[config.mk]
export PLATFORM = sky130hd
export DESIGN_NAME = rp_top
export DESIGN_NICKNAME = d
export VERILOG_FILES = /design/src/rp_pkg.sv /design/src/rp_linear.sv /design/src/rp_adc_io.sv /design/src/rp_dac_io.sv /design/src/rp_bus_decoder.sv /design/src/rp_hk.sv /design/src/rp_calib.sv /design/src/rp_top.sv
export SDC_FILE = /design/constraint.sdc
export NUM_CORES = 2
export LEC_CHECK = 0
export ABC_AREA = 1
export BUFFER_PORTS_ARGS = -buffer_cell sky130_fd_sc_hd__buf_2
export CAP_MARGIN = 15
export CORE_ASPECT_RATIO = 0.8
export CORE_MARGIN = 10
export CORE_UTILIZATION = 65
export DETAILED_ROUTE_END_ITERATION = 6
export GPL_ROUTABILITY_DRIVEN = 0
export PLACE_DENSITY_LB_ADDON = 0.15
export SKIP_CTS_REPAIR_TIMING = 1
export SYNTH_ARGS = -nofsm -noshare
export SYNTH_HDL_FRONTEND = slang
export SYNTH_SLANG_ARGS = --single-unit
[constraint.sdc]
create_clock -name adc_clk -period 12.6 [get_ports adc_clk]
set_input_delay 2.52 -clock adc_clk [delete_from_list [all_inputs] [get_ports adc_clk]]
set_output_delay 2.52 -clock adc_clk [all_outputs]
set_load 0.01 [all_outputs]
[src/rp_pkg.sv]
//////////////////////////////////////////////////
// Shared types and constants of the analog path
// Sample, pin code and calibration widths
// Wishbone address and data words, region map
//////////////////////////////////////////////////

package rp_pkg;

  // Data path samples
  // Calibrated or converted sample, two's complement
  typedef logic signed [13:0] sample_t;
  // Raw pin code, offset binary with negative slope
  typedef logic        [13:0] raw_t;

  // Calibration coefficients
  // Gain, 16384 is unity
  typedef logic signed [15:0] cal_mul_t;
  // Offset in sample units
  typedef logic signed [13:0] cal_sum_t;

  // System bus words
  typedef logic [23:0] wb_adr_t;
  typedef logic [31:0] wb_dat_t;

  // Gain loaded at reset
  localparam cal_mul_t CAL_UNITY = 16'sd16384;

  // Housekeeping identification word
  localparam wb_dat_t HK_ID = 32'h52500001;

  // Regions in address bits 22 to 20
  localparam logic [2:0] REG_HK  = 3'd0;
  localparam logic [2:0] REG_CAL = 3'd1;

endpackage

[src/rp_linear.sv]
//////////////////////////////////////////////////
// Linear calibration pipeline, two stages
// Product, shift, offset and saturation
//////////////////////////////////////////////////

`timescale 1ns/1ns

module rp_linear import rp_pkg::*; #(
  // Gain and sample widths
  parameter int unsigned DWM = 16,
  parameter int unsigned DWS = 14
)(
  input  logic     adc_clk,
  input  logic     top_rst,
  input  sample_t  dat_i,
  input  cal_mul_t mul_i,
  input  cal_sum_t sum_i,
  output sample_t  dat_o
);

  // Full product, then unity gain scaling
  logic signed [DWS+DWM-1:0] prd;
  logic signed [DWS+1:0]     shf;
  // Two guard bits over the shifted product
  logic signed [DWS+2:0]     sum;
  logic                      fits;

  ///////////////////////////////////////////////////
  // Stage 1, multiply
  ///////////////////////////////////////////////////

  always_ff @(posedge adc_clk, posedge top_rst) begin
    if (top_rst) begin
      prd <= '0;
    end else begin
      prd <= dat_i * mul_i;
    end
  end

  ///////////////////////////////////////////////////
  // Stage 2, shift, add offset, saturate
  ///////////////////////////////////////////////////

  // Arithmetic shift right by DWM-2
  assign shf = prd[DWS+DWM-1:DWM-2];
  assign sum = shf + sum_i;

  // In range when the upper bits are all copies of the sign
  assign fits = (&sum[DWS+2:DWS-1]) | ~(|sum[DWS+2:DWS-1]);

  always_ff @(posedge adc_clk, posedge top_rst) begin
    if (top_rst) begin
      dat_o <= '0;
    end else if (fits) begin
      dat_o <= sum[DWS-1:0];
    end else begin
      // Clip to the limit on the side of the sign
      dat_o <= {sum[DWS+2], {(DWS-1){~sum[DWS+2]}}};
    end
  end

endmodule

[src/rp_adc_io.sv]
//////////////////////////////////////////////////
// One ADC channel
// Pin register, code conversion, loop mux
// Calibration
//////////////////////////////////////////////////

`timescale 1ns/1ns

module rp_adc_io import rp_pkg::*; #(
  parameter int unsigned DWM = 16,
  parameter int unsigned DWS = 14
)(
  input  logic     adc_clk,
  input  logic     top_rst,
  // Pin and loop sources
  input  raw_t     raw_i,
  input  logic     loop_i,
  input  sample_t  loop_dat_i,
  // Calibration
  input  cal_mul_t mul_i,
  input  cal_sum_t sum_i,
  output sample_t  dat_o
);

  sample_t pin_dat;
  sample_t mux_dat;

  // Negative slope to two's complement, sign bit kept
  always_ff @(posedge adc_clk, posedge top_rst) begin
    if (top_rst) begin
      pin_dat <= '0;
    end else begin
      pin_dat <= {raw_i[DWS-1], ~raw_i[DWS-2:0]};
    end
  end

  // Digital loop takes the calibrated DAC value
  assign mux_dat = loop_i ? loop_dat_i : pin_dat;

  rp_linear #(
    .DWM (DWM),
    .DWS (DWS)
  ) linear_adc (
    .adc_clk (adc_clk),
    .top_rst (top_rst),
    .dat_i   (mux_dat),
    .mul_i   (mul_i),
    .sum_i   (sum_i),
    .dat_o   (dat_o)
  );

endmodule

[src/rp_dac_io.sv]
//////////////////////////////////////////////////
// One DAC channel
// Calibration, pin register with code conversion
//////////////////////////////////////////////////

`timescale 1ns/1ns

module rp_dac_io import rp_pkg::*; #(
  parameter int unsigned DWM = 16,
  parameter int unsigned DWS = 14
)(
  input  logic     adc_clk,
  input  logic     top_rst,
  // Generator samples
  input  sample_t  dat_i,
  // Calibration
  input  cal_mul_t mul_i,
  input  cal_sum_t sum_i,
  // Calibrated value for the loop, pin code
  output sample_t  cal_o,
  output raw_t     raw_o
);

  rp_linear #(
    .DWM (DWM),
    .DWS (DWS)
  ) linear_dac (
    .adc_clk (adc_clk),
    .top_rst (top_rst),
    .dat_i   (dat_i),
    .mul_i   (mul_i),
    .sum_i   (sum_i),
    .dat_o   (cal_o)
  );

  // Output register
  // two's complement back to negative slope
  always_ff @(posedge adc_clk, posedge top_rst) begin
    if (top_rst) begin
      raw_o <= '0;
    end else begin
      raw_o <= {cal_o[DWS-1], ~cal_o[DWS-2:0]};
    end
  end

endmodule

[src/rp_bus_decoder.sv]
//////////////////////////////////////////////////
// Wishbone classic region decoder
// Slave strobes, read data and ack multiplexer
// Local ack for unmapped regions
//////////////////////////////////////////////////

`timescale 1ns/1ns

module rp_bus_decoder import rp_pkg::*; (
  input  logic    adc_clk,
  input  logic    top_rst,
  // Master side
  input  logic    wb_cyc_i,
  input  logic    wb_stb_i,
  input  wb_adr_t wb_adr_i,
  // Slave strobes
  output logic    hk_stb_o,
  output logic    cal_stb_o,
  // Slave responses
  input  wb_dat_t hk_dat_i,
  input  logic    hk_ack_i,
  input  wb_dat_t cal_dat_i,
  input  logic    cal_ack_i,
  // Back to master
  output wb_dat_t wb_dat_o,
  output logic    wb_ack_o
);

  logic [2:0] region;
  logic       bus_req;
  logic       nul_sel;
  logic       nul_ack;

  // Region number from the upper address bits
  assign region  = wb_adr_i[22:20];
  assign bus_req = wb_cyc_i & wb_stb_i;

  assign hk_stb_o  = bus_req & (region == REG_HK);
  assign cal_stb_o = bus_req & (region == REG_CAL);
  assign nul_sel   = (region != REG_HK) && (region != REG_CAL);

  // Unmapped region, ack once so the master never hangs
  always_ff @(posedge adc_clk, posedge top_rst) begin
    if (top_rst) begin
      nul_ack <= 1'b0;
    end else begin
      nul_ack <= bus_req & nul_sel & ~nul_ack;
    end
  end

  // Response of the addressed slave
  always_comb begin
    case (region)
      REG_HK: begin
        wb_dat_o = hk_dat_i;
        wb_ack_o = hk_ack_i;
      end
      REG_CAL: begin
        wb_dat_o = cal_dat_i;
        wb_ack_o = cal_ack_i;
      end
      default: begin
        // Nothing here, reads as zero
        wb_dat_o = '0;
        wb_ack_o = nul_ack;
      end
    endcase
  end

endmodule

[src/rp_hk.sv]
//////////////////////////////////////////////////
// Housekeeping register slave
// ID word, digital loop switch, LED register
//////////////////////////////////////////////////

`timescale 1ns/1ns

module rp_hk import rp_pkg::*; #(
  parameter int unsigned N_CH = 2
)(
  input  logic       adc_clk,
  input  logic       top_rst,
  // Bus slave
  input  logic       stb_i,
  input  logic       we_i,
  input  wb_adr_t    adr_i,
  input  wb_dat_t    dat_i,
  output wb_dat_t    dat_o,
  output logic       ack_o,
  // Configuration
  output logic       digital_loop_o,
  output logic [7:0] led_o
);

  logic [2:0] word;

  // Word offset inside the region
  assign word = adr_i[4:2];

  // Single cycle ack, writes land on the same edge
  always_ff @(posedge adc_clk, posedge top_rst) begin
    if (top_rst) begin
      ack_o          <= 1'b0;
      digital_loop_o <= 1'b0;
      led_o          <= '0;
    end else begin
      ack_o <= stb_i & ~ack_o;
      if (stb_i && we_i && !ack_o) begin
        case (word)
          3'd1:    digital_loop_o <= dat_i[0];
          3'd2:    led_o          <= dat_i[7:0];
          default: ;
        endcase
      end
    end
  end

  // Readback, address held by the master until ack
  always_comb begin
    case (word)
      3'd0:    dat_o = HK_ID;
      3'd1:    dat_o = {31'b0, digital_loop_o};
      3'd2:    dat_o = {24'b0, led_o};
      // Channel count, read only
      3'd3:    dat_o = wb_dat_t'(N_CH);
      default: dat_o = '0;
    endcase
  end

endmodule

[src/rp_calib.sv]
//////////////////////////////////////////////////
// Calibration register slave
// Gain and offset per ADC and DAC channel
// Sign-extended readback
//////////////////////////////////////////////////

`timescale 1ns/1ns

module rp_calib import rp_pkg::*; #(
  parameter int unsigned N_CH = 2
)(
  input  logic                      adc_clk,
  input  logic                      top_rst,
  // Bus slave
  input  logic                      stb_i,
  input  logic                      we_i,
  input  wb_adr_t                   adr_i,
  input  wb_dat_t                   dat_i,
  output wb_dat_t                   dat_o,
  output logic                      ack_o,
  // Coefficients to the data path
  output cal_mul_t [N_CH-1:0]       adc_mul_o,
  output cal_sum_t [N_CH-1:0]       adc_sum_o,
  output cal_mul_t [N_CH-1:0]       dac_mul_o,
  output cal_sum_t [N_CH-1:0]       dac_sum_o
);

  // Word offset fields
  // bit 4 selects DAC, bit 3 the channel, bit 2 offset over gain
  logic is_dac;
  logic is_sum;
  int   ch;

  assign is_dac = adr_i[4];
  assign is_sum = adr_i[2];
  assign ch     = int'(adr_i[3]);

  always_ff @(posedge adc_clk, posedge top_rst) begin
    if (top_rst) begin
      ack_o <= 1'b0;
      // Unity gain, no offset
      for (int i = 0; i < N_CH; i++) begin
        adc_mul_o[i] <= CAL_UNITY;
        adc_sum_o[i] <= '0;
        dac_mul_o[i] <= CAL_UNITY;
        dac_sum_o[i] <= '0;
      end
    end else begin
      ack_o <= stb_i & ~ack_o;
      if (stb_i && we_i && !ack_o) begin
        for (int i = 0; i < N_CH; i++) begin
          if (i == ch) begin
            case ({is_dac, is_sum})
              2'b00: adc_mul_o[i] <= dat_i[15:0];
              2'b01: adc_sum_o[i] <= dat_i[13:0];
              2'b10: dac_mul_o[i] <= dat_i[15:0];
              2'b11: dac_sum_o[i] <= dat_i[13:0];
            endcase
          end
        end
      end
    end
  end

  // Readback with sign extension
  always_comb begin
    dat_o = '0;
    for (int i = 0; i < N_CH; i++) begin
      if (i == ch) begin
        case ({is_dac, is_sum})
          2'b00: dat_o = {{16{adc_mul_o[i][15]}}, adc_mul_o[i]};
          2'b01: dat_o = {{18{adc_sum_o[i][13]}}, adc_sum_o[i]};
          2'b10: dat_o = {{16{dac_mul_o[i][15]}}, dac_mul_o[i]};
          2'b11: dat_o = {{18{dac_sum_o[i][13]}}, dac_sum_o[i]};
        endcase
      end
    end
  end

endmodule

[src/rp_top.sv]
//////////////////////////////////////////////////
// Analog data path top level
// Bus decoder, register slaves, channel blocks
//////////////////////////////////////////////////

`timescale 1ns/1ns

module rp_top import rp_pkg::*; #(
  parameter int unsigned N_CH = 2,
  parameter int unsigned DWM  = 16,
  parameter int unsigned DWS  = 14
)(
  input  logic                 adc_clk,
  input  logic                 top_rst,
  // Wishbone master port
  input  logic                 wb_cyc_i,
  input  logic                 wb_stb_i,
  input  logic                 wb_we_i,
  input  wb_adr_t              wb_adr_i,
  input  wb_dat_t              wb_dat_i,
  output wb_dat_t              wb_dat_o,
  output logic                 wb_ack_o,
  // Converters
  input  raw_t    [N_CH-1:0]   adc_raw_i,
  input  sample_t [N_CH-1:0]   dac_dat_i,
  output sample_t [N_CH-1:0]   adc_dat_o,
  output raw_t    [N_CH-1:0]   dac_raw_o,
  output logic    [7:0]        led_o
);

  ///////////////////////////////////////////////////
  // Local signals
  ///////////////////////////////////////////////////

  // Slave strobes and responses
  logic     hk_stb;
  logic     cal_stb;
  wb_dat_t  hk_dat;
  wb_dat_t  cal_dat;
  logic     hk_ack;
  logic     cal_ack;

  logic     digital_loop;

  // Calibration coefficients
  cal_mul_t [N_CH-1:0] adc_mul;
  cal_sum_t [N_CH-1:0] adc_sum;
  cal_mul_t [N_CH-1:0] dac_mul;
  cal_sum_t [N_CH-1:0] dac_sum;

  // Calibrated DAC values for the loop
  sample_t  [N_CH-1:0] dac_cal;

  ///////////////////////////////////////////////////
  // Bus and registers
  ///////////////////////////////////////////////////

  rp_bus_decoder bus_dec (
    .adc_clk   (adc_clk),
    .top_rst   (top_rst),
    .wb_cyc_i  (wb_cyc_i),
    .wb_stb_i  (wb_stb_i),
    .wb_adr_i  (wb_adr_i),
    .hk_stb_o  (hk_stb),
    .cal_stb_o (cal_stb),
    .hk_dat_i  (hk_dat),
    .hk_ack_i  (hk_ack),
    .cal_dat_i (cal_dat),
    .cal_ack_i (cal_ack),
    .wb_dat_o  (wb_dat_o),
    .wb_ack_o  (wb_ack_o)
  );

  rp_hk #(
    .N_CH (N_CH)
  ) hk (
    .adc_clk        (adc_clk),
    .top_rst        (top_rst),
    .stb_i          (hk_stb),
    .we_i           (wb_we_i),
    .adr_i          (wb_adr_i),
    .dat_i          (wb_dat_i),
    .dat_o          (hk_dat),
    .ack_o          (hk_ack),
    .digital_loop_o (digital_loop),
    .led_o          (led_o)
  );

  rp_calib #(
    .N_CH (N_CH)
  ) calib (
    .adc_clk   (adc_clk),
    .top_rst   (top_rst),
    .stb_i     (cal_stb),
    .we_i      (wb_we_i),
    .adr_i     (wb_adr_i),
    .dat_i     (wb_dat_i),
    .dat_o     (cal_dat),
    .ack_o     (cal_ack),
    .adc_mul_o (adc_mul),
    .adc_sum_o (adc_sum),
    .dac_mul_o (dac_mul),
    .dac_sum_o (dac_sum)
  );

  ///////////////////////////////////////////////////
  // Channels
  ///////////////////////////////////////////////////

  for (genvar i = 0; i < N_CH; i++) begin : g_ch

    // DAC first, its calibrated value feeds the ADC loop
    rp_dac_io #(
      .DWM (DWM),
      .DWS (DWS)
    ) dac_io (
      .adc_clk (adc_clk),
      .top_rst (top_rst),
      .dat_i   (dac_dat_i[i]),
      .mul_i   (dac_mul[i]),
      .sum_i   (dac_sum[i]),
      .cal_o   (dac_cal[i]),
      .raw_o   (dac_raw_o[i])
    );

    rp_adc_io #(
      .DWM (DWM),
      .DWS (DWS)
    ) adc_io (
      .adc_clk    (adc_clk),
      .top_rst    (top_rst),
      .raw_i      (adc_raw_i[i]),
      .loop_i     (digital_loop),
      .loop_dat_i (dac_cal[i]),
      .mul_i      (adc_mul[i]),
      .sum_i      (adc_sum[i]),
      .dat_o      (adc_dat_o[i])
    );

  end : g_ch

endmodule

==> metrics.md <==
| Metric | Value |
|---|---|
| Status | complete, no violations |
| H-tree depth | 2 |
| Highest fanout seen on the critical path | 29 |
| Fill count | 6269 |
| Worst EP arrival | 5.30 ns |
| Routed WL | 137 mm |
| Clock-pin slew on the worst setup and hold paths | 0.06 ns |
| Commonest non-fill, non-tap cell in the layout | nand2_1 |
| Tightest Pin Transition | 1.15 ns |
| First-pass GRT wire length | 221 mm |
| Layout Area Growth over Synthesis | 5.28% |
| Hpwl dp | 112 mm |
| Die Width | 330 um |
| Number of port buffers | 179 |
| Crit path buffers/inverters | 4 |
| CP max stage cell | inv_1 |
| Via count | 40700 |
| GRT Util Overall | 0.318 |
| CP endpoint kind | output pin |
| Reg area | 7710 um^2 |
| Initial detailed-routing violation count | 4239 |
| Antenna violations before repair | 10 |
| Start point of the critical path | wb_adr_i[2] |
| Tmin final | 7.82 ns |
| XOR/XNOR Fraction of Synth Area | 0.0211 |
| Max Fclk | 0.128 GHz |
| Crit path launch type | input pin |
| RSZ-0062 raised after global routing | false |
| CTS tree | yes |
| Synthesized area | 49800 um^2 |
| Clock latency on the worst-skew pair | 0.57 ns |
| Routed vias/inst | 5.50 |
| Req. time, crit path | 10.08 ns |
| Proportion of synthesized area in mux cells | 0 |
| Share of layout cells above drive strength 1 | 0.0560 |
| Main synth FF type | dfrtp_1 |
| Post-synthesis simple-gate area fraction | 0.187 |
| Starting Density | 0.658 |
| Synth area leaders | fa_1 35%, dfrtp_1 15%, nand2_1 12% |
| Largest net degree at the start of global routing | 105 |
| WHS | 0.377 ns |
| GRT overflow | 0 |
| Synth Area per Inst | 7.88 um^2 |
| Clk_skew | 0.0254 ns |
| Top delay family on crit path | simple AND/OR/NAND/NOR gates |
| Wire per inst | 18.5 um |
| Synth cell types | 54 |
| Placed Area | 51200 um^2 |
| Area of the multi-input gates | 35100 um^2 |
| # nets final | 7678 |
| Final period utilization | 0.621 |
| Worst-path cell chain | buf_2 > inv_1 > nand2_1 > inv_1 > nand2_1 > nand3_1 > a211oi_1 > nor3_1 > buf_2 |
| Post-synthesis adder-cell area fraction | 0.436 |
| # rows | 90 |
| Synth area leader | fa_1 |
| Setup TNS | 0 ns |
| Top Ports | 214 |
| # setup viols final | 0 |
| Yosys top cell area share | 0.352 |
| Clock sinks | 308 |
| Clock Path Buffers | 3 |
| Max-slew violation count | 0 |
| Synth Area in Compound Gates | 0.0592 |
| Yosys reg bits | 308 |
| Die Area | 88200 um^2 |
| Register area share after synthesis | 0.155 |
| Clock buffer count from CTS | 36 |
| Drt first pass iters | 6 |
| HP Start | g_ch[0].dac_io.linear_dac.dat_o[13] |
| HP Class | flop to flop |
| Critical path class | input pin to output pin |
| Largest family of logic cells by synthesized area | adder cells |
| Vias in the first global route | 41200 |
| Max-slew headroom | 0.231 |
| Finished Cell Area | 52400 um^2 |
| Cells after Synth | 6321 |
| Hold Fails Final Rpt | 0 |
| CTS root buffer | clkbuf_16 |
| Final ANT Viol Nets | 0 |
| Async SR Flop Fraction | 1.00 |
| YS warnings | 0 |
| Die Height | 268 um |
| DR DRC count | 0 |
| Crit path largest cell delay | 0.81 ns |
| Most frequent cells in the layout | 1583 x nand2_1, 1581 x inv_1, 876 x fa_1 |
| Mapped Nets | 7650 |
| RR Startpoint | hk.digital_loop_o |
| Core Area | 75700 um^2 |
| Max_cap viols | 0 |
| Post-synth EDFFs | 0 |
kinds of logic (layout without fill, tap and decap cells):
logic type | after synthesis | in the layout
AND/OR/NAND/NOR | 2336 | 2336
buffers and inverters | 1826 | 1882
other | 0 | 3
AO/OA/AOI/OAI | 519 | 519
flip-flops | 308 | 308
XOR/XNOR | 120 | 120
adder cells (fa/ha/maj) | 1212 | 1212
routing by layer:
metal / part of all wire / vias to the layer above / global-route usage / wire (um)
li1: - / 18600 / - / -
met1: 0.41 / 19800 / 0.441 / 55600
met3: 0.13 / 322 / 0.101 / 17900
met5: 0.00090 / - / 0 / 123
met4: 0.034 / 16 / 0.0959 / 4630
met2: 0.43 / 1998 / 0.476 / 58400
final timing paths:
path | endpoint | slack [ns] | cells past startpoint
worst max register to register | g_ch[1].adc_io.linear_adc.prd[22] | 5.25 | 20
worst min register to register | g_ch[0].dac_io.raw_o[13] | 0.38 | 0
worst max-delay path | wb_dat_o[9] | 4.78 | 9
worst min-delay path | g_ch[0].dac_io.raw_o[13] | 0.38 | 0
min in group asynchronous | g_ch[0].dac_io.linear_dac.dat_o[12] | 2.07 | 2
max in group asynchronous | g_ch[1].adc_io.pin_dat[4] | 9.06 | 3
area by class of cell:
type | count | share of cell area
Clock buffer | 48 | 0.0196
Tap cell | 1012 | 0.0241
Antenna cell | 3 | 0.000143
Timing Repair Buffer | 211 | 0.0217
Multi-Input combinational cell | 4187 | 0.669
Clock inverter | 18 | 0.00327
Sequential cell | 308 | 0.147
Inverter | 1605 | 0.115
Yosys cell counts (all sizes together), types with 15 or more instances:
library cell	count
a21oi	177
buf	69
clkbuf	152
clkinv	17
dfrtp	304
fa	876
ha	336
inv	1588
nand2	1594
nand3	162
nand4	22
nor2	485
nor3	41
o21ai	246
o21bai	15
or2	16
xnor2	47
xor2	73
registers in the layout, indices dropped and copies added, names as in the netlist:
name,cells
g_ch.adc_io.pin_dat,28
bus_dec.nul_ack,1
g_ch.dac_io.raw_o,28
hk.digital_loop_o,1
calib.ack_o,1
g_ch.adc_io.linear_adc.dat_o,28
hk.ack_o,1
hk.led_o,8
g_ch.dac_io.linear_dac.prd,32
calib.adc_mul_o,32
g_ch.adc_io.linear_adc.prd,32
calib.adc_sum_o,28
g_ch.dac_io.linear_dac.dat_o,28
calib.dac_mul_o,32
calib.dac_sum_o,28
worst reg2reg max path, stage by stage (launching register included):
cell,delay [ns]
dfrtp_2,0.61
buf_4,0.34
o21ai_2,0.81
nor2_1,0.22
ha_1,0.50
inv_1,0.11
fa_1,0.83
inv_1,0.21
fa_1,0.50
fa_1,0.46
fa_1,0.54
inv_1,0.06
fa_1,0.50
inv_1,0.04
ha_1,0.35
a21oi_1,0.26
a21boi_0,0.34
o21ai_0,0.14
a21oi_1,0.13
nand2_1,0.11
xor2_1,0.17
per-stage QoR:
stage | utilization | cells | worst slack (ns)
after floorplan | - | 6321 | 1.57
after global placement | 0.677 | 7323 | 4.33
after detailed placement | 0.677 | 7323 | 4.33
after CTS | 0.693 | 7389 | 4.89
after global routing | 0.693 | 7389 | 4.47
final | 0.693 | 7392 | 4.78
Power is left out: the tool's default activity adds up to more than one toggle a clock period on the data nets, which glitch-free logic cannot reach.
